--- config.mk ---
export PLATFORM = sky130hd
export DESIGN_NAME = axil_to_mem_banked
export DESIGN_NICKNAME = d
export VERILOG_FILES = /design/src/design/mem_banked_pkg.sv /design/src/design/axil_to_mem_banked.sv /design/src/design/bank_xbar.sv /design/src/design/rd_port.sv /design/src/design/wr_port.sv
export VERILOG_INCLUDE_DIRS = /design/src /design/src/design
export SDC_FILE = /design/constraint.sdc
export NUM_CORES = 1
export LEC_CHECK = 0
export BUFFER_PORTS_ARGS = -buffer_cell sky130_fd_sc_hd__buf_4
export CAP_MARGIN = 20
export CORE_AREA = 3 3 183 185
export DETAILED_ROUTE_END_ITERATION = 8
export DIE_AREA = 0 0 186 188
export PLACE_DENSITY = 0.64
export SLEW_MARGIN = 20
export SYNTH_ARGS = -nofsm -noshare
export SYNTH_HDL_FRONTEND = slang
export SYNTH_SLANG_ARGS = --single-unit
--- constraint.sdc ---
create_clock -name clk_i -period 2.09 [get_ports clk_i]
set_input_delay 0.3135 -clock clk_i [delete_from_list [all_inputs] [get_ports clk_i]]
set_output_delay 0.3135 -clock clk_i [all_outputs]
set_load 0.1 [all_outputs]
--- src/design/mem_banked_defines.svh ---
`ifndef MEM_BANKED_DEFINES_SVH
`define MEM_BANKED_DEFINES_SVH

// Bus side widths
`define MB_ADDR_WIDTH     32
`define MB_DATA_WIDTH     32

// Bank organization
`define MB_NUM_BANKS      4
`define MB_BANK_SEL_WIDTH 2
`define MB_BYTE_OFS_WIDTH 2
`define MB_MEM_ADDR_WIDTH 11

// Cycles from bank grant to read data on mem_rdata_i
`define MB_MEM_LATENCY    2

// Read response buffering, also the read outstanding limit
`define MB_RD_FIFO_DEPTH  4

`endif

--- src/design/mem_banked_pkg.sv ---
`include "mem_banked_defines.svh"

package mem_banked_pkg;

  // Basic word level types
  typedef logic [`MB_DATA_WIDTH-1:0]     mem_data_t;
  typedef logic [`MB_DATA_WIDTH/8-1:0]   mem_strb_t;
  typedef logic [`MB_BANK_SEL_WIDTH-1:0] bank_sel_t;
  typedef logic [`MB_MEM_ADDR_WIDTH-1:0] mem_addr_t;

  // Field view of a bus byte address
  typedef struct packed {
    logic [`MB_ADDR_WIDTH-`MB_MEM_ADDR_WIDTH-`MB_BANK_SEL_WIDTH-`MB_BYTE_OFS_WIDTH-1:0] unused;
    mem_addr_t                         word;
    bank_sel_t                         bank;
    logic [`MB_BYTE_OFS_WIDTH-1:0]     ofs;
  } addr_fields_t;

  // Same address word, flat or split into bank and word fields
  typedef union packed {
    logic [`MB_ADDR_WIDTH-1:0] raw;
    addr_fields_t              f;
  } addr_decode_u;

  // Merged AW and W beat from the bus
  typedef struct packed {
    logic [`MB_ADDR_WIDTH-1:0] addr;
    mem_data_t                 wdata;
    mem_strb_t                 wstrb;
  } wr_req_t;

  // Payload carried through the crossbar to one bank
  typedef struct packed {
    bank_sel_t sel;
    mem_addr_t addr;
    logic      we;
    mem_data_t wdata;
    mem_strb_t wstrb;
  } bank_req_t;

  // One entry of the read routing shift register
  typedef struct packed {
    bank_sel_t sel;
    logic      valid;
  } rd_route_t;

endpackage

--- src/design/axil_to_mem_banked.sv ---
`timescale 1ns/1ps
`include "mem_banked_defines.svh"

module axil_to_mem_banked (
  input  logic                                          clk_i,
  input  logic                                          rst_i,
  // Read address and data channels
  input  logic                                          ar_valid_i,
  input  logic                      [`MB_ADDR_WIDTH-1:0] ar_addr_i,
  output logic                                          ar_ready_o,
  output logic                                          r_valid_o,
  output mem_banked_pkg::mem_data_t                     r_data_o,
  input  logic                                          r_ready_i,
  // Write request and response channels
  input  logic                                          wr_valid_i,
  input  mem_banked_pkg::wr_req_t                       wr_req_i,
  output logic                                          wr_ready_o,
  output logic                                          b_valid_o,
  input  logic                                          b_ready_i,
  // SRAM bank pins
  output logic                      [`MB_NUM_BANKS-1:0] mem_req_o,
  input  logic                      [`MB_NUM_BANKS-1:0] mem_gnt_i,
  output mem_banked_pkg::mem_addr_t [`MB_NUM_BANKS-1:0] mem_addr_o,
  output logic                      [`MB_NUM_BANKS-1:0] mem_we_o,
  output mem_banked_pkg::mem_data_t [`MB_NUM_BANKS-1:0] mem_wdata_o,
  output mem_banked_pkg::mem_strb_t [`MB_NUM_BANKS-1:0] mem_be_o,
  input  mem_banked_pkg::mem_data_t [`MB_NUM_BANKS-1:0] mem_rdata_i
);

  // Port to crossbar requests
  logic                      rd_breq_valid;
  mem_banked_pkg::bank_req_t rd_breq;
  logic                      rd_breq_ready;
  logic                      wr_breq_valid;
  mem_banked_pkg::bank_req_t wr_breq;
  logic                      wr_breq_ready;

  rd_port i_rd_port (
    .clk_i        ( clk_i         ),
    .rst_i        ( rst_i         ),
    .ar_valid_i   ( ar_valid_i    ),
    .ar_addr_i    ( ar_addr_i     ),
    .ar_ready_o   ( ar_ready_o    ),
    .r_valid_o    ( r_valid_o     ),
    .r_data_o     ( r_data_o      ),
    .r_ready_i    ( r_ready_i     ),
    .breq_valid_o ( rd_breq_valid ),
    .breq_o       ( rd_breq       ),
    .breq_ready_i ( rd_breq_ready ),
    .mem_rdata_i  ( mem_rdata_i   )
  );

  wr_port i_wr_port (
    .clk_i        ( clk_i         ),
    .rst_i        ( rst_i         ),
    .wr_valid_i   ( wr_valid_i    ),
    .wr_req_i     ( wr_req_i      ),
    .wr_ready_o   ( wr_ready_o    ),
    .b_valid_o    ( b_valid_o     ),
    .b_ready_i    ( b_ready_i     ),
    .breq_valid_o ( wr_breq_valid ),
    .breq_o       ( wr_breq       ),
    .breq_ready_i ( wr_breq_ready )
  );

  // Arbitrates both ports onto the banks
  bank_xbar i_bank_xbar (
    .clk_i       ( clk_i         ),
    .rst_i       ( rst_i         ),
    .rd_valid_i  ( rd_breq_valid ),
    .rd_req_i    ( rd_breq       ),
    .rd_ready_o  ( rd_breq_ready ),
    .wr_valid_i  ( wr_breq_valid ),
    .wr_req_i    ( wr_breq       ),
    .wr_ready_o  ( wr_breq_ready ),
    .mem_req_o   ( mem_req_o     ),
    .mem_gnt_i   ( mem_gnt_i     ),
    .mem_addr_o  ( mem_addr_o    ),
    .mem_we_o    ( mem_we_o      ),
    .mem_wdata_o ( mem_wdata_o   ),
    .mem_be_o    ( mem_be_o      )
  );

endmodule

--- src/design/bank_xbar.sv ---
`timescale 1ns/1ps
`include "mem_banked_defines.svh"

module bank_xbar (
  input  logic                                          clk_i,
  input  logic                                          rst_i,
  // Read port request
  input  logic                                          rd_valid_i,
  input  mem_banked_pkg::bank_req_t                     rd_req_i,
  output logic                                          rd_ready_o,
  // Write port request
  input  logic                                          wr_valid_i,
  input  mem_banked_pkg::bank_req_t                     wr_req_i,
  output logic                                          wr_ready_o,
  // Bank pins
  output logic                      [`MB_NUM_BANKS-1:0] mem_req_o,
  input  logic                      [`MB_NUM_BANKS-1:0] mem_gnt_i,
  output mem_banked_pkg::mem_addr_t [`MB_NUM_BANKS-1:0] mem_addr_o,
  output logic                      [`MB_NUM_BANKS-1:0] mem_we_o,
  output mem_banked_pkg::mem_data_t [`MB_NUM_BANKS-1:0] mem_wdata_o,
  output mem_banked_pkg::mem_strb_t [`MB_NUM_BANKS-1:0] mem_be_o
);

  // Per bank state, choice 0 is the read port and 1 the write port
  logic [`MB_NUM_BANKS-1:0] rd_hit;
  logic [`MB_NUM_BANKS-1:0] wr_hit;
  logic [`MB_NUM_BANKS-1:0] choice;
  logic [`MB_NUM_BANKS-1:0] rd_gnt;
  logic [`MB_NUM_BANKS-1:0] wr_gnt;
  logic [`MB_NUM_BANKS-1:0] lock_q;
  logic [`MB_NUM_BANKS-1:0] lock_sel_q;
  logic [`MB_NUM_BANKS-1:0] rr_q;

  mem_banked_pkg::bank_req_t [`MB_NUM_BANKS-1:0] bank_req;

  for (genvar b = 0; b < `MB_NUM_BANKS; b++) begin : gen_bank
    // Port requests aimed at this bank
    assign rd_hit[b] = rd_valid_i & (rd_req_i.sel == mem_banked_pkg::bank_sel_t'(b));
    assign wr_hit[b] = wr_valid_i & (wr_req_i.sel == mem_banked_pkg::bank_sel_t'(b));

    // Locked choice wins, else round robin on conflict, else whoever asks
    always_comb begin
      if (lock_q[b]) begin
        choice[b] = lock_sel_q[b];
      end else if (rd_hit[b] && wr_hit[b]) begin
        choice[b] = rr_q[b];
      end else begin
        choice[b] = wr_hit[b];
      end
    end

    assign mem_req_o[b] = rd_hit[b] | wr_hit[b];
    assign bank_req[b]  = choice[b] ? wr_req_i : rd_req_i;

    // Grant goes back to the chosen port only
    assign rd_gnt[b] = mem_req_o[b] & mem_gnt_i[b] & ~choice[b];
    assign wr_gnt[b] = mem_req_o[b] & mem_gnt_i[b] & choice[b];

    // Drive the bank pins from the selected payload
    assign mem_addr_o[b]  = bank_req[b].addr;
    assign mem_we_o[b]    = bank_req[b].we;
    assign mem_wdata_o[b] = bank_req[b].wdata;
    assign mem_be_o[b]    = bank_req[b].wstrb;

    always_ff @(posedge clk_i) begin
      if (rst_i) begin
        lock_q[b]     <= 1'b0;
        lock_sel_q[b] <= 1'b0;
        rr_q[b]       <= 1'b0;
      end else begin
        // Hold the choice while the bank stalls
        lock_q[b]     <= mem_req_o[b] & ~mem_gnt_i[b];
        lock_sel_q[b] <= choice[b];
        // Next conflict favors the port that just lost
        if (mem_req_o[b] && mem_gnt_i[b] && rd_hit[b] && wr_hit[b]) begin
          rr_q[b] <= ~choice[b];
        end
      end
    end
  end

  // Each port targets one bank at a time
  assign rd_ready_o = |rd_gnt;
  assign wr_ready_o = |wr_gnt;

endmodule

--- src/design/rd_port.sv ---
`timescale 1ns/1ps
`include "mem_banked_defines.svh"

module rd_port (
  input  logic                                          clk_i,
  input  logic                                          rst_i,
  // Read address channel
  input  logic                                          ar_valid_i,
  input  logic [`MB_ADDR_WIDTH-1:0]                     ar_addr_i,
  output logic                                          ar_ready_o,
  // Read data channel
  output logic                                          r_valid_o,
  output mem_banked_pkg::mem_data_t                     r_data_o,
  input  logic                                          r_ready_i,
  // Request towards the crossbar
  output logic                                          breq_valid_o,
  output mem_banked_pkg::bank_req_t                     breq_o,
  input  logic                                          breq_ready_i,
  // Read data from all banks
  input  mem_banked_pkg::mem_data_t [`MB_NUM_BANKS-1:0] mem_rdata_i
);

  localparam int unsigned PTR_W = $clog2(`MB_RD_FIFO_DEPTH);
  localparam int unsigned CNT_W = $clog2(`MB_RD_FIFO_DEPTH + 1);
  localparam int unsigned LAST  = `MB_MEM_LATENCY - 1;

  mem_banked_pkg::addr_decode_u                          ar_dec;
  mem_banked_pkg::bank_req_t                             req_q;
  logic                                                  req_valid_q;
  logic [CNT_W-1:0]                                      out_cnt_q;
  mem_banked_pkg::rd_route_t                             route_in;
  mem_banked_pkg::rd_route_t [`MB_MEM_LATENCY-1:0]       route_q;
  mem_banked_pkg::mem_data_t                             fifo_mem [`MB_RD_FIFO_DEPTH];
  logic [PTR_W:0]                                        wr_ptr_q;
  logic [PTR_W:0]                                        rd_ptr_q;
  logic                                                  ar_fire;
  logic                                                  r_fire;
  logic                                                  push;

  // Split the byte address into bank and word fields
  assign ar_dec.raw = ar_addr_i;

  // Only one request held, and no more reads than FIFO slots
  assign ar_ready_o = ~req_valid_q & (out_cnt_q < CNT_W'(`MB_RD_FIFO_DEPTH));
  assign ar_fire    = ar_valid_i & ar_ready_o;
  assign r_fire     = r_valid_o & r_ready_i;

  assign breq_valid_o = req_valid_q;
  assign breq_o       = req_q;

  // Request register, cleared once the crossbar takes it
  always_ff @(posedge clk_i) begin
    if (rst_i) begin
      req_valid_q <= 1'b0;
    end else if (ar_fire) begin
      req_valid_q <= 1'b1;
    end else if (breq_ready_i) begin
      req_valid_q <= 1'b0;
    end
  end

  // Payload, read only so write fields stay zero
  always_ff @(posedge clk_i) begin
    if (ar_fire) begin
      req_q <= mem_banked_pkg::bank_req_t'{
        sel:   ar_dec.f.bank,
        addr:  ar_dec.f.word,
        we:    1'b0,
        wdata: '0,
        wstrb: '0
      };
    end
  end

  // Outstanding reads from acceptance until popped off the R channel
  always_ff @(posedge clk_i) begin
    if (rst_i) begin
      out_cnt_q <= '0;
    end else if (ar_fire && !r_fire) begin
      out_cnt_q <= out_cnt_q + 1'b1;
    end else if (r_fire && !ar_fire) begin
      out_cnt_q <= out_cnt_q - 1'b1;
    end
  end

  // Remember which bank was granted, entry valid on the access edge
  assign route_in = mem_banked_pkg::rd_route_t'{
    sel:   req_q.sel,
    valid: req_valid_q & breq_ready_i
  };

  always_ff @(posedge clk_i) begin
    if (rst_i) begin
      route_q <= '0;
    end else begin
      route_q[0] <= route_in;
      for (int i = 1; i < `MB_MEM_LATENCY; i++) begin
        route_q[i] <= route_q[i-1];
      end
    end
  end

  // Far end of the shift register lines up with the bank read data
  assign push = route_q[LAST].valid;

  always_ff @(posedge clk_i) begin
    if (push) begin
      fifo_mem[wr_ptr_q[PTR_W-1:0]] <= mem_rdata_i[route_q[LAST].sel];
    end
  end

  // Pointers carry a wrap bit, equal means empty
  always_ff @(posedge clk_i) begin
    if (rst_i) begin
      wr_ptr_q <= '0;
      rd_ptr_q <= '0;
    end else begin
      if (push) begin
        wr_ptr_q <= wr_ptr_q + 1'b1;
      end
      if (r_fire) begin
        rd_ptr_q <= rd_ptr_q + 1'b1;
      end
    end
  end

  assign r_valid_o = (wr_ptr_q != rd_ptr_q);
  assign r_data_o  = fifo_mem[rd_ptr_q[PTR_W-1:0]];

endmodule

--- src/design/wr_port.sv ---
`timescale 1ns/1ps
`include "mem_banked_defines.svh"

module wr_port (
  input  logic                      clk_i,
  input  logic                      rst_i,
  // Merged write request channel
  input  logic                      wr_valid_i,
  input  mem_banked_pkg::wr_req_t   wr_req_i,
  output logic                      wr_ready_o,
  // Write response channel
  output logic                      b_valid_o,
  input  logic                      b_ready_i,
  // Request towards the crossbar
  output logic                      breq_valid_o,
  output mem_banked_pkg::bank_req_t breq_o,
  input  logic                      breq_ready_i
);

  mem_banked_pkg::addr_decode_u wr_dec;
  mem_banked_pkg::bank_req_t    req_q;
  logic                         req_valid_q;
  logic                         b_valid_q;
  logic                         wr_fire;

  assign wr_dec.raw = wr_req_i.addr;

  // One write in flight, blocked until B is taken
  assign wr_ready_o = ~req_valid_q & ~b_valid_q;
  assign wr_fire    = wr_valid_i & wr_ready_o;

  assign breq_valid_o = req_valid_q;
  assign breq_o       = req_q;
  assign b_valid_o    = b_valid_q;

  // Bank write request held until the crossbar accepts
  always_ff @(posedge clk_i) begin
    if (rst_i) begin
      req_valid_q <= 1'b0;
      b_valid_q   <= 1'b0;
    end else begin
      if (wr_fire) begin
        req_valid_q <= 1'b1;
      end else if (breq_ready_i) begin
        req_valid_q <= 1'b0;
      end
      // Response raised the cycle after the bank access
      if (req_valid_q && breq_ready_i) begin
        b_valid_q <= 1'b1;
      end else if (b_ready_i) begin
        b_valid_q <= 1'b0;
      end
    end
  end

  always_ff @(posedge clk_i) begin
    if (wr_fire) begin
      req_q <= mem_banked_pkg::bank_req_t'{
        sel:   wr_dec.f.bank,
        addr:  wr_dec.f.word,
        we:    1'b1,
        wdata: wr_req_i.wdata,
        wstrb: wr_req_i.wstrb
      };
    end
  end

endmodule

==> summary.md, run 1 <==
| Metric | Value |
|---|---|
| WHS | 129 ps |
| Fin. Hold Viols | 0 |
| Yosys warns | 0 |
| Fraction of registers with async set/reset | 0 |
| Status | finished, violations left |
| GPL Wtd Cong | 0.817 |
| Clk_lat worst skew | 530 ps |
| Slew Limit Fails | 0 |
| Final WS setup | -697 ps |
| Final WL | 42,100 um |
| Final Instance Area | 19,800 sq um |
| Critical path type | register to primary output |
| First-pass GRT wire length | 54,100 um |
| Gr usage total | 0.203 |
| Starting Density | 0.318 |
| # nets final | ~1,500 |
| Crit share post-route | 1.33 |
| Slew margin rel. | 0.789 |
| Synth Cell Area | around 10,000 sq um |
| Cell Rows | 66 |
| Synth cell types | 43 |
| IO Pins | between 400 and 500 |
| Clk_skew | 12.1 ps |
| Delay-heaviest family, CP | buffers and inverters |
| Worst setup SP type | register |
| Via density | 5.04 |
| WP buf/inv | 3 |
| Total clock sinks | approximately 220 |
| Max VDD drop | roughly 0.72 mV |
| Die W | approximately 190 um |
| Final Util | 0.614 |
| Max-cap viol count | 0 |
| CP cell instances | or3b_4 > o21ai_4 > o21ai_4 > buf_12 > buf_12 > mux2_2 > buf_6 |
| Core region area | 32,200 sq um |
| HPWL after detailed placement | 23,800 um |
| Layout cell share with drive strength beyond 1 | 0.681 |
| Crit path time final | about 2800 ps |
| #FFs+latches synth | approximately 220 |
| Failing checks | negative setup slack |
| CTS tree | yes |
| Routed Antenna Nets | 0 |
| Largest net degree at the start of global routing | 38 |
| Sequential fraction of the synthesis area | 0.620 |
| Drt drc | 0 |
| CTS Buf Count | 25 |
| Clock buffer depth | 3 |
| Vias in the first global route | 8,927 |
| H-tree depth | 1 |
| Die Ht | 188 um |
| Count of final setup violators | 226 |
| Unrepaired setup endpoints after global routing | yes |
| DP Area | about 15,000 sq um |
| Pwr Density | ~780 nW/um^2 |
| TritonRoute pass-1 iters | 4 |
| Layout area overhead | 93.1% |
| Worst-path clk slew | ~60 ps |
| CP arrival | 2470 ps |
| PortBufs | 431 |
| Grt total ovfl | 0 |
| Max incr delay on CP | 460 ps |
| DR iter-0 viols | ~390 |
| Avg Synthesized Cell Area | 15.3 sq um |
| Worst path slowest cell | or3b_4 |
| Critical-path maximum fanout | 19 |
| Ys flop type | edfxtp_1 |
| Initial antenna violation count | 2 |
| Peak Freq | 359 MHz |
| Worst setup EP type | primary output |
| Mapped Cells | 667 |
| Hold Path Class | input port to register |
| Wire length per cell | 25.1 um |
| Static leakage | 7.82 nW |
| Mapped Nets | 912 |
| Least-Margin Pin Slew | around 320 ps |
| Die area | 35,000 sq um |
| Routed vias | 8,454 |
| CTS root buf | clkbuf_16 |
| EDFF count, synth | 190 |
| Critical path required time | 1780 ps |
==> metal layers <==
layer / up-vias / GRT usage / part of all wire
li1: 3657 / - / -
met1: 4258 / 0.230 / 0.34
met2: 424 / 0.364 / 0.52
met3: 115 / 0.0644 / 0.086
met4: 0 / 0.0645 / 0.050
met5: - / 0 / 0
==> worst reg2reg max path, delay by kind of cell, from the launching register on <==
family / cells / cell delay [ps]
DFF: 1 / 450
buffers and inverters: 3 / 370
AOI/OAI and AO/OA: 2 / 310
and+or+nand+nor: 3 / 910
==> state kept, by name, indices dropped and copies added (netlist names), named ones only <==
name / count
i_bank_xbar.rr_q: 4
i_wr_port.b_valid_o: 1
i_rd_port.wr_ptr_q: 3
i_rd_port.out_cnt_q: 3
i_wr_port.breq_valid_o: 1
i_rd_port.route_q: 5
i_rd_port.breq_o: 13
i_rd_port.breq_valid_o: 1
i_rd_port.rd_ptr_q: 3
i_rd_port.fifo_mem: 128
i_bank_xbar.lock_q: 4
i_rd_port.push: 1
i_bank_xbar.lock_sel_q: 4
i_wr_port.breq_o: 49
==> power by group <==
group	leakage (nW)	switching, mW	internal (mW)
Clock	0.416	1.78	2.83
Sequential	2.00	0.209	5.07
Combinational	5.40	3.31	2.13
Total	7.82	5.30	10.0
==> area by class of cell <==
cell class | count | area (sq um)
repair buffers | 593 | 7630
flip-flops and latches | 222 | 6360
clock inverters | 14 | 204
fillers | 2199 | 12400
multi-input cells | 397 | 4370
clock buffers | 32 | 652
well taps | 408 | 510
diodes | 2 | 5.00
inverters | 10 | 42.5
==> synth_stat cells (2+ instances only) <==
cell type  number  area share
nand3_1         6      0.0029
o21ai_2         2      0.0017
o21a_1          5      0.0037
clkbuf_1       21      0.0077
inv_1          10      0.0037
nor2b_1         7      0.0043
mux2i_1         4      0.0039
nor3b_1         4      0.0029
mux2_2         34       0.037
nand2b_1        7      0.0043
buf_2          10      0.0049
nand3b_1        2      0.0015
o21ai_1         2     0.00098
nor2_1         16      0.0059
edfxtp_1      190        0.56
dfxtp_1        32       0.063
ha_1            6      0.0073
o2111ai_1       8      0.0068
xor2_1          4      0.0034
buf_1           3      0.0011
nand2_1        42       0.015
and3b_1         2      0.0017
xnor2_1         5      0.0043
o21ai_0         4      0.0020
a21oi_1         7      0.0034
and2_1        153       0.094
clkbuf_2        2     0.00098
mux4_2         64        0.14
==> stage by stage <==
step	TNS, ps	setup slack, ps	cells	power, mW
final	-110410	-697	1678	15.3
after global routing	-128090	-738	1678	15.8
after CTS	-104540	-637	1650	15.0
after detailed placement	-1430	-86.1	1511	9.50
after global placement	-1500	-99.9	1511	9.48
after floorplan	-607	-260	667	8.36
==> path summary, 6_finish.rpt <==
path | cells past startpoint | from | endpoint | slack, ps
worst max-delay path | 7 | i_rd_port.breq_o[48] | mem_addr_o[5] | -700
worst min-delay path | 3 | b_ready_i | i_wr_port.b_valid_o | 130
worst max register to register | 8 | i_rd_port.breq_o[48] | i_rd_port.breq_valid_o | -60
worst min register to register | 1 | i_rd_port.route_q[0] | i_rd_port.push | 430
==> kinds of logic (layout without fill, tap and decap cells) <==
group                    count (synthesis)  count (layout)  synth area share
adder cells (fa/ha/maj)                  7               7           0.00929
buffers and inverters                   48             649            0.0202
other                                    0               2                 0
AO/OA/AOI/OAI                           31              31            0.0213
XOR/XNOR                                 9               9           0.00770
flip-flops                             222             222             0.620
AND/OR/NAND/NOR                        248             248             0.139
multiplexers                           102             102             0.182
==> layout by cell type (no fill, tap or decap), types with 8 or more instances in the layout <==
| cell | synthesis | final |
|---|---|---|
| and2_2 | 0 | 40 |
| and2_4 | 0 | 110 |
| buf_12 | 0 | 190 |
| buf_4 | 1 | 237 |
| buf_6 | 1 | 79 |
| clkbuf_16 | 0 | 34 |
| dfxtp_1 | 32 | 24 |
| dlygate4sd3_1 | 0 | 66 |
| edfxtp_1 | 190 | 190 |
| inv_1 | 10 | 8 |
| mux2_2 | 34 | 12 |
| mux2_4 | 0 | 22 |
| mux4_2 | 64 | 64 |
| nand2_1 | 42 | 22 |
| nand2_4 | 0 | 13 |
| nor2_1 | 16 | 14 |
| o2111ai_1 | 8 | 8 |
==> what timing repair did <==
| action | in CTS | in global routing |
|---|---|---|
| cloned | 10 | 11 |
| pin swaps | 1 | 13 |
| endpoints found under the hold margin | 66 | 0 |
| resized for setup | 386 | 323 |
| hold buffers | 66 | 0 |
| setup buffers | 17 | 27 |
| endpoints found under the setup margin | 228 | 229 |
No activity file was read; power rests on OpenSTA's default activity.
==> run 2, diff against run 1 <==
CORE_AREA = default   (was 3 3 183 185)
CORE_MARGIN = 3   (was default)
CORE_UTILIZATION = 25   (was default)
DIE_AREA = default   (was 0 0 186 188)
PLACE_DENSITY = 0.52   (was 0.64)
TNS_END_PERCENT = 10   (was default)
clock period = 2.85 ns   (was 2.09 ns; I/O delays follow)
==> summary.md, run 2 (same netlist as run 1, synthesis figures left out) <==
| Metric | Value |
|---|---|
| Hold Buf Count CTS | 0 |
| Gr usage total | 0.157 |
| CP arrival | 2420 ps |
| Starting Density | 0.255 |
| Setup crit start | i_rd_port.breq_o[49] |
| Die W | 208 um |
| Max VDD drop | approximately 0.6 mV |
| Fin. Hold Viols | 0 |
| Commonest non-fill, non-tap cell in the layout | buf_4 |
| Vias in the first global route | 7,911 |
| Least-Margin Pin Slew | slightly above 800 ps |
| Layout area overhead | 63.9% |
| FF-to-FF End | i_rd_port.out_cnt_q[2] |
| Worst setup SP type | register |
| Crit share post-route | 0.998 |
| CTS tree | yes |
| Count of final setup violators | 0 |
| Drt drc | 0 |
| CP most frequent cell | o21ai_4 |
| Sequential cell area | 6350 sq um |
| Max incr delay on CP | 460 ps |
| Most frequent cells in the layout | buf_4 (285), edfxtp_1 (190), buf_6 (104) |
| Total clock sinks | about 220 |
| Status | finished, final reports clean |
| Area of the multi-input gates | 3890 sq um |
| Critical Path End | mem_wdata_o[17] |
| Grt total ovfl | 0 |
| Largest net degree at the start of global routing | 51 |
| Final WS setup | approximately 5.8 ps |
| Slew margin rel. | 0.464 |
| # nets final | approximately 1,400 |
| Via density | 4.53 |
| Clock buffer depth | 3 |
| Die area | 43,400 sq um |
| Static leakage | 6.57 nW |
| Final WL | 37,500 um |
| Routed vias | roughly 7,600 |
| HPWL after detailed placement | about 26,000 um |
| Final Util | 0.418 |
| R2r setup slk | roughly 620 ps |
| Routed Antenna Nets | 0 |
| Clk_lat worst skew | 530 ps |
| Max reg flops | ~130 |
| CTS root buf | clkbuf_16 |
| Max-cap viol count | 0 |
| Worst-path clk slew | 60 ps |
| Wire length per cell | 22.4 um |
| Critical path required time | 2420 ps |
| Worst path slowest cell | or3b_4 |
| # fillers | 3,616 |
| Die Ht | ~210 um |
| Hold Path Class | input port to register |
| Slew Limit Fails | 0 |
| H-tree depth | 1 |
| Peak Freq | about 350 MHz |
| Core region area | 40,100 sq um |
| IO Pins | 470 |
| TritonRoute pass-1 iters | 4 |
| First-pass GRT wire length | 51,700 um |
| Worst r2r src | i_rd_port.wr_ptr_q[0] |
| Critical path type | register to primary output |
| Worst setup EP type | primary output |
| CTS Buf Count | 27 |
| Initial antenna violation count | 6 |
| Layout cell share with drive strength beyond 1 | 0.601 |
| Unrepaired setup endpoints after global routing | yes |
| Clk_skew | around 8.2 ps |
| CP cell instances | or3b_4 > o21ai_4 > o21ai_4 > buf_4 > clkbuf_16 > and2_4 > buf_12 |
| Reg2Reg Depth | 9 |
| Cell Rows | 73 |
| DR iter-0 viols | 278 |
| Crit path time final | 2840 ps |
| GPL Wtd Cong | 0.809 |
| PortBufs | 431 |
| Pwr Density | 618 nW/um^2 |
| Critical-path maximum fanout | 13 |
| Worst slack, placed | 462 ps |
run 2: metrics by stage:
stage / hold WS [ps] / power, mW / instances / setup TNS [ps] / area, sq um
floorplan: 414 / 5.99 / 667 / -8220 / 10200
global placement: 420 / 6.79 / 1605 / 0 / 14300
detailed placement: 428 / 6.80 / 1605 / 0 / 14300
CTS: 38.6 / 10.2 / 1660 / -1070 / 15400
global route: 42.8 / 10.8 / 1676 / -3850 / 16800
finish: 73.4 / 10.4 / 1677 / 0 / 16800
run 2: timing repair:
item	in CTS	in global routing
resized for setup	33	325
endpoints found under the setup margin	33	166
endpoints found under the hold margin	0	0
cloned	3	6
pin swaps	0	5
setup buffers	3	8
run 2: how the worst min path moves through the flow:
stage / depth (start not counted) / from / endpoint / slack (ps)
detailed placement: 1 / i_rd_port.route_q[2] / i_rd_port.route_q[5] / 430
floorplan: 1 / i_rd_port.route_q[0] / i_rd_port.push / 410
finish: 1 / ar_addr_i[5] / i_rd_port.breq_o[38] / 70
global placement: 1 / i_rd_port.route_q[2] / i_rd_port.route_q[5] / 420
CTS: 1 / wr_req_i[16] / i_wr_port.breq_o[16] / 40
global route: 1 / wr_req_i[5] / i_wr_port.breq_o[5] / 40
run 2: layout make-up:
cell class / instances / area share
sequential: 222 / 0.379
timing repair buffer: 471 / 0.297
multi-input combinational: 397 / 0.232
clock buffer: 29 / 0.0407
tap: 525 / 0.0392
clock inverter: 20 / 0.00977
inverter: 10 / 0.00224
antenna: 3 / 0.000448
run 2: critical path, delay by kind of cell, from the launching register on:
kind,cells,cell delay (ps)
compound gates,2,280
buf+inv,3,510
flops,1,450
simple gates,2,640
run 2: report_power, final:
| group | internal (mW) | total [mW] | switching, mW |
|---|---|---|---|
| Combinational | 1.01 | 3.20 | 2.20 |
| Clock | 1.92 | 3.30 | 1.38 |
| Sequential | 3.72 | 3.86 | 0.146 |
run 2: layer usage:
metal	vias to the layer above	routed length [um]	global-route usage
met5	-	27	0
met4	4	830	0.0414
met3	54	3430	0.0476
met2	342	19800	0.288
met1	3772	13500	0.177
li1	3423	-	-
==> run 3, diff against run 2 <==
CORE_AREA = 3 3 182 184   (was default)
CORE_MARGIN = default   (was 3)
CORE_UTILIZATION = default   (was 25)
DIE_AREA = 0 0 185 187   (was default)
PLACE_DENSITY = 0.67   (was 0.52)
SYNTH_HIERARCHICAL = 1   (was default)
clock period = 2.66 ns   (was 2.85 ns; I/O delays follow)
==> summary.md, run 3 <==
| Metric | Value |
|---|---|
| Max incr delay on CP | 430 ps |
| Slew Limit Fails | 0 |
| Critical-path maximum fanout | 9 |
| Pwr Density | between 700 and 800 nW/um^2 |
| Peak Freq | 345 MHz |
| Hold Path Class | input port to register |
| Critical Path End | mem_addr_o[6] |
| Die Ht | 187 um |
| Vias in the first global route | 9,322 |
| Post-synth top area share | 0.496 |
| PortBufs | 431 |
| Die W | 185 um |
| Synth cell types | 55 |
| Synth Cell Area | 11,500 sq um |
| Cell taking the most area after synthesis | edfxtp_1 |
| H-tree depth | 1 |
| Setup crit start | i_wr_port/breq_o[49] |
| Mapped Cells | 801 |
| R2r setup slk | about 370 ps |
| Yosys warns | 6 |
| CTS tree | yes |
| Worst r2r src | i_rd_port/wr_ptr_q[1] |
| Synth area leaders | edfxtp_1 (50%), mux2_2 (13%), mux4_2 (13%) |
| Worst setup SP type | register |
| CP cell instances | or3b_4 > o31ai_4 > buf_6 > buf_16 > mux2_2 > buf_6 |
| Drt drc | 0 |
| Layout cell share with drive strength beyond 1 | 0.618 |
| Delay-heaviest family, CP | buffers and inverters |
| EDFF count, synth | 190 |
| Levels on crit path | 6 |
| Clock buffer depth | 3 |
| Hold Buf Count CTS | 0 |
| Count of final setup violators | 192 |
| Gr usage total | 0.210 |
| Sequential fraction of the synthesis area | 0.552 |
| Status | finished, violations left |
| CP arrival | ~2500 ps |
| Core region area | between 30,000 and 40,000 sq um |
| Initial antenna violation count | 2 |
| Die area | 34,600 sq um |
| Layout area overhead | 61.1% |
| Clk_skew | around 15 ps |
| Slew margin rel. | 0.645 |
| Pwr Total | 13.8 mW |
| Total clock sinks | 222 |
| CTS Buf Count | 25 |
| CTS root buf | clkbuf_16 |
| Reg2Reg Depth | 9 |
| TritonRoute pass-1 iters | 5 |
| Critical path type | register to primary output |
| Largest net degree at the start of global routing | 51 |
| Max reg flops | 128 |
| Worst setup EP type | primary output |
| Worst-path clk slew | about 60 ps |
| Crit share post-route | 1.09 |
| Max VDD drop | 0.848 mV |
| Failing checks | negative setup slack |
| Most frequent cells in the layout | buf_4 (261), edfxtp_1 (190), buf_12 (135) |
| Static leakage | 7.33 nW |
| Critical path required time | 2260 ps |
| Max-cap viol count | 0 |
| Clk_lat worst skew | 520 ps |
| FF-to-FF End | i_rd_port/out_cnt_q[2] |
| Fin. Hold Viols | 0 |
| Wire length per cell | about 23 um |
| Starting Density | 0.364 |
| Ys flop type | edfxtp_1 |
| Routed Antenna Nets | 0 |
| DR iter-0 viols | 435 |
| Cell Rows | 65 |
| Final TNS setup | -24,830 ps |
| Unrepaired setup endpoints after global routing | yes |
| Via density | 5.11 |
| Post-synth top cells | edfxtp_1 (190), nand2_1 (159), mux2_2 (136) |
| Grt total ovfl | 0 |
| Final WS setup | -235 ps |
| Crit path time final | 2900 ps |
| Final WL | 39,500 um |
| Avg Synthesized Cell Area | 14.3 sq um |
| GPL Wtd Cong | 0.833 |
| Fraction of registers with async set/reset | 0 |
| Least-Margin Pin Slew | 532 ps |
| Most instantiated library cell after synthesis | edfxtp_1 |
| Routed vias | between 8,000 and 9,000 |
| #FFs+latches synth | approximately 220 |
| Worst path slowest cell | or3b_4 |
| IO Pins | 470 |
| Commonest non-fill, non-tap cell in the layout | buf_4 |
| CP most frequent cell | buf_6 |
| First-pass GRT wire length | 55,800 um |
| WP buf/inv | 3 |
| HPWL after detailed placement | about 25,000 um |
| # nets final | 1,511 |
## run 3: cell count changes after synthesis, sizes merged, moves of 3 or more
cell	delta
o31ai	+4
and2b	+4
clkbuf	-12
nand2	+117
o2111ai	-8
buf	+57
nor2	-5
inv	-3
and2	-149
o21a	-5
mux2	+110
o21ai	-5
## run 3: worst reg2reg max path, stage by stage (launching register included)
cell and delay, ps:
dfxtp_1 380, xnor2_1 380, nand3_1 160, nand2_1 110, ha_1 170, inv_1 60
fa_1 370, xor2_1 150, or3_1 300, a21oi_1 130
## run 3: routing by layer
layer,part of all wire,track usage
met1,0.36,0.233
met2,0.52,0.376
met3,0.092,0.0696
met4,0.035,0.0704
met5,0,0
## run 3: report_power, final
group	switching [mW]	internal (mW)
Combinational	4.25	2.01
Sequential	0.141	3.98
Clock	1.40	2.02
Total	5.80	8.02
## run 3: cells by family after synthesis
family | after synthesis | share of synthesized area
AO/OA/AOI/OAI | 31 | 0.0209
AND/OR/NAND/NOR | 231 | 0.0932
XOR/XNOR | 7 | 0.00599
buffers and inverters | 90 | 0.0497
flip-flops | 222 | 0.552
adder cells (fa/ha/maj) | 7 | 0.00827
other | 2 | 0.000653
multiplexers | 211 | 0.269
## run 3: worst min path at each step
stage	startpoint	endpoint	slack, ps	cells after the start
2_1_floorplan	i_rd_port/route_q[1]	i_rd_port/route_q[4]	410	1
3_3_place_gp	i_rd_port/route_q[1]	i_rd_port/route_q[4]	410	1
3_5_place_dp	i_rd_port/route_q[2]	i_rd_port/route_q[5]	420	1
4_1_cts	wr_req_i[38]	i_wr_port/breq_o[48]	10	1
5_1_grt	wr_req_i[40]	i_wr_port/breq_o[37]	10	1
6_report	wr_req_i[38]	i_wr_port/breq_o[48]	50	1
## run 3: repair_timing
item	4_1_cts	5_1_grt
hold endpoints to repair	0	0
pin swaps	10	13
setup buffers	12	3
resized for setup	425	100
gates cloned	5	8
setup endpoints to repair	192	192
## run 3: layout make-up
cell class                      instances  area [sq um]
Antenna cell                            2          5.00
Clock buffer                           29           641
Clock inverter                         17           173
Fill cell                            2442         13000
Inverter                                7          26.3
Multi-Input combinational cell        525          4940
Sequential cell                       222          6350
Tap cell                              402           503
Timing Repair Buffer                  485          5880
## run 3: per-stage QoR
step | setup slack, ps | hold WS, ps | std cells | util | area [sq um]
floorplan | -352 | 411 | 837 | - | 11600
global placement | 210 | 413 | 1614 | 0.481 | 15200
detailed placement | 199 | 421 | 1614 | 0.481 | 15200
CTS | -231 | 9.54 | 1677 | 0.567 | 17900
global route | -302 | 10.1 | 1689 | 0.587 | 18500
finish | -235 | 48.1 | 1689 | 0.587 | 18500
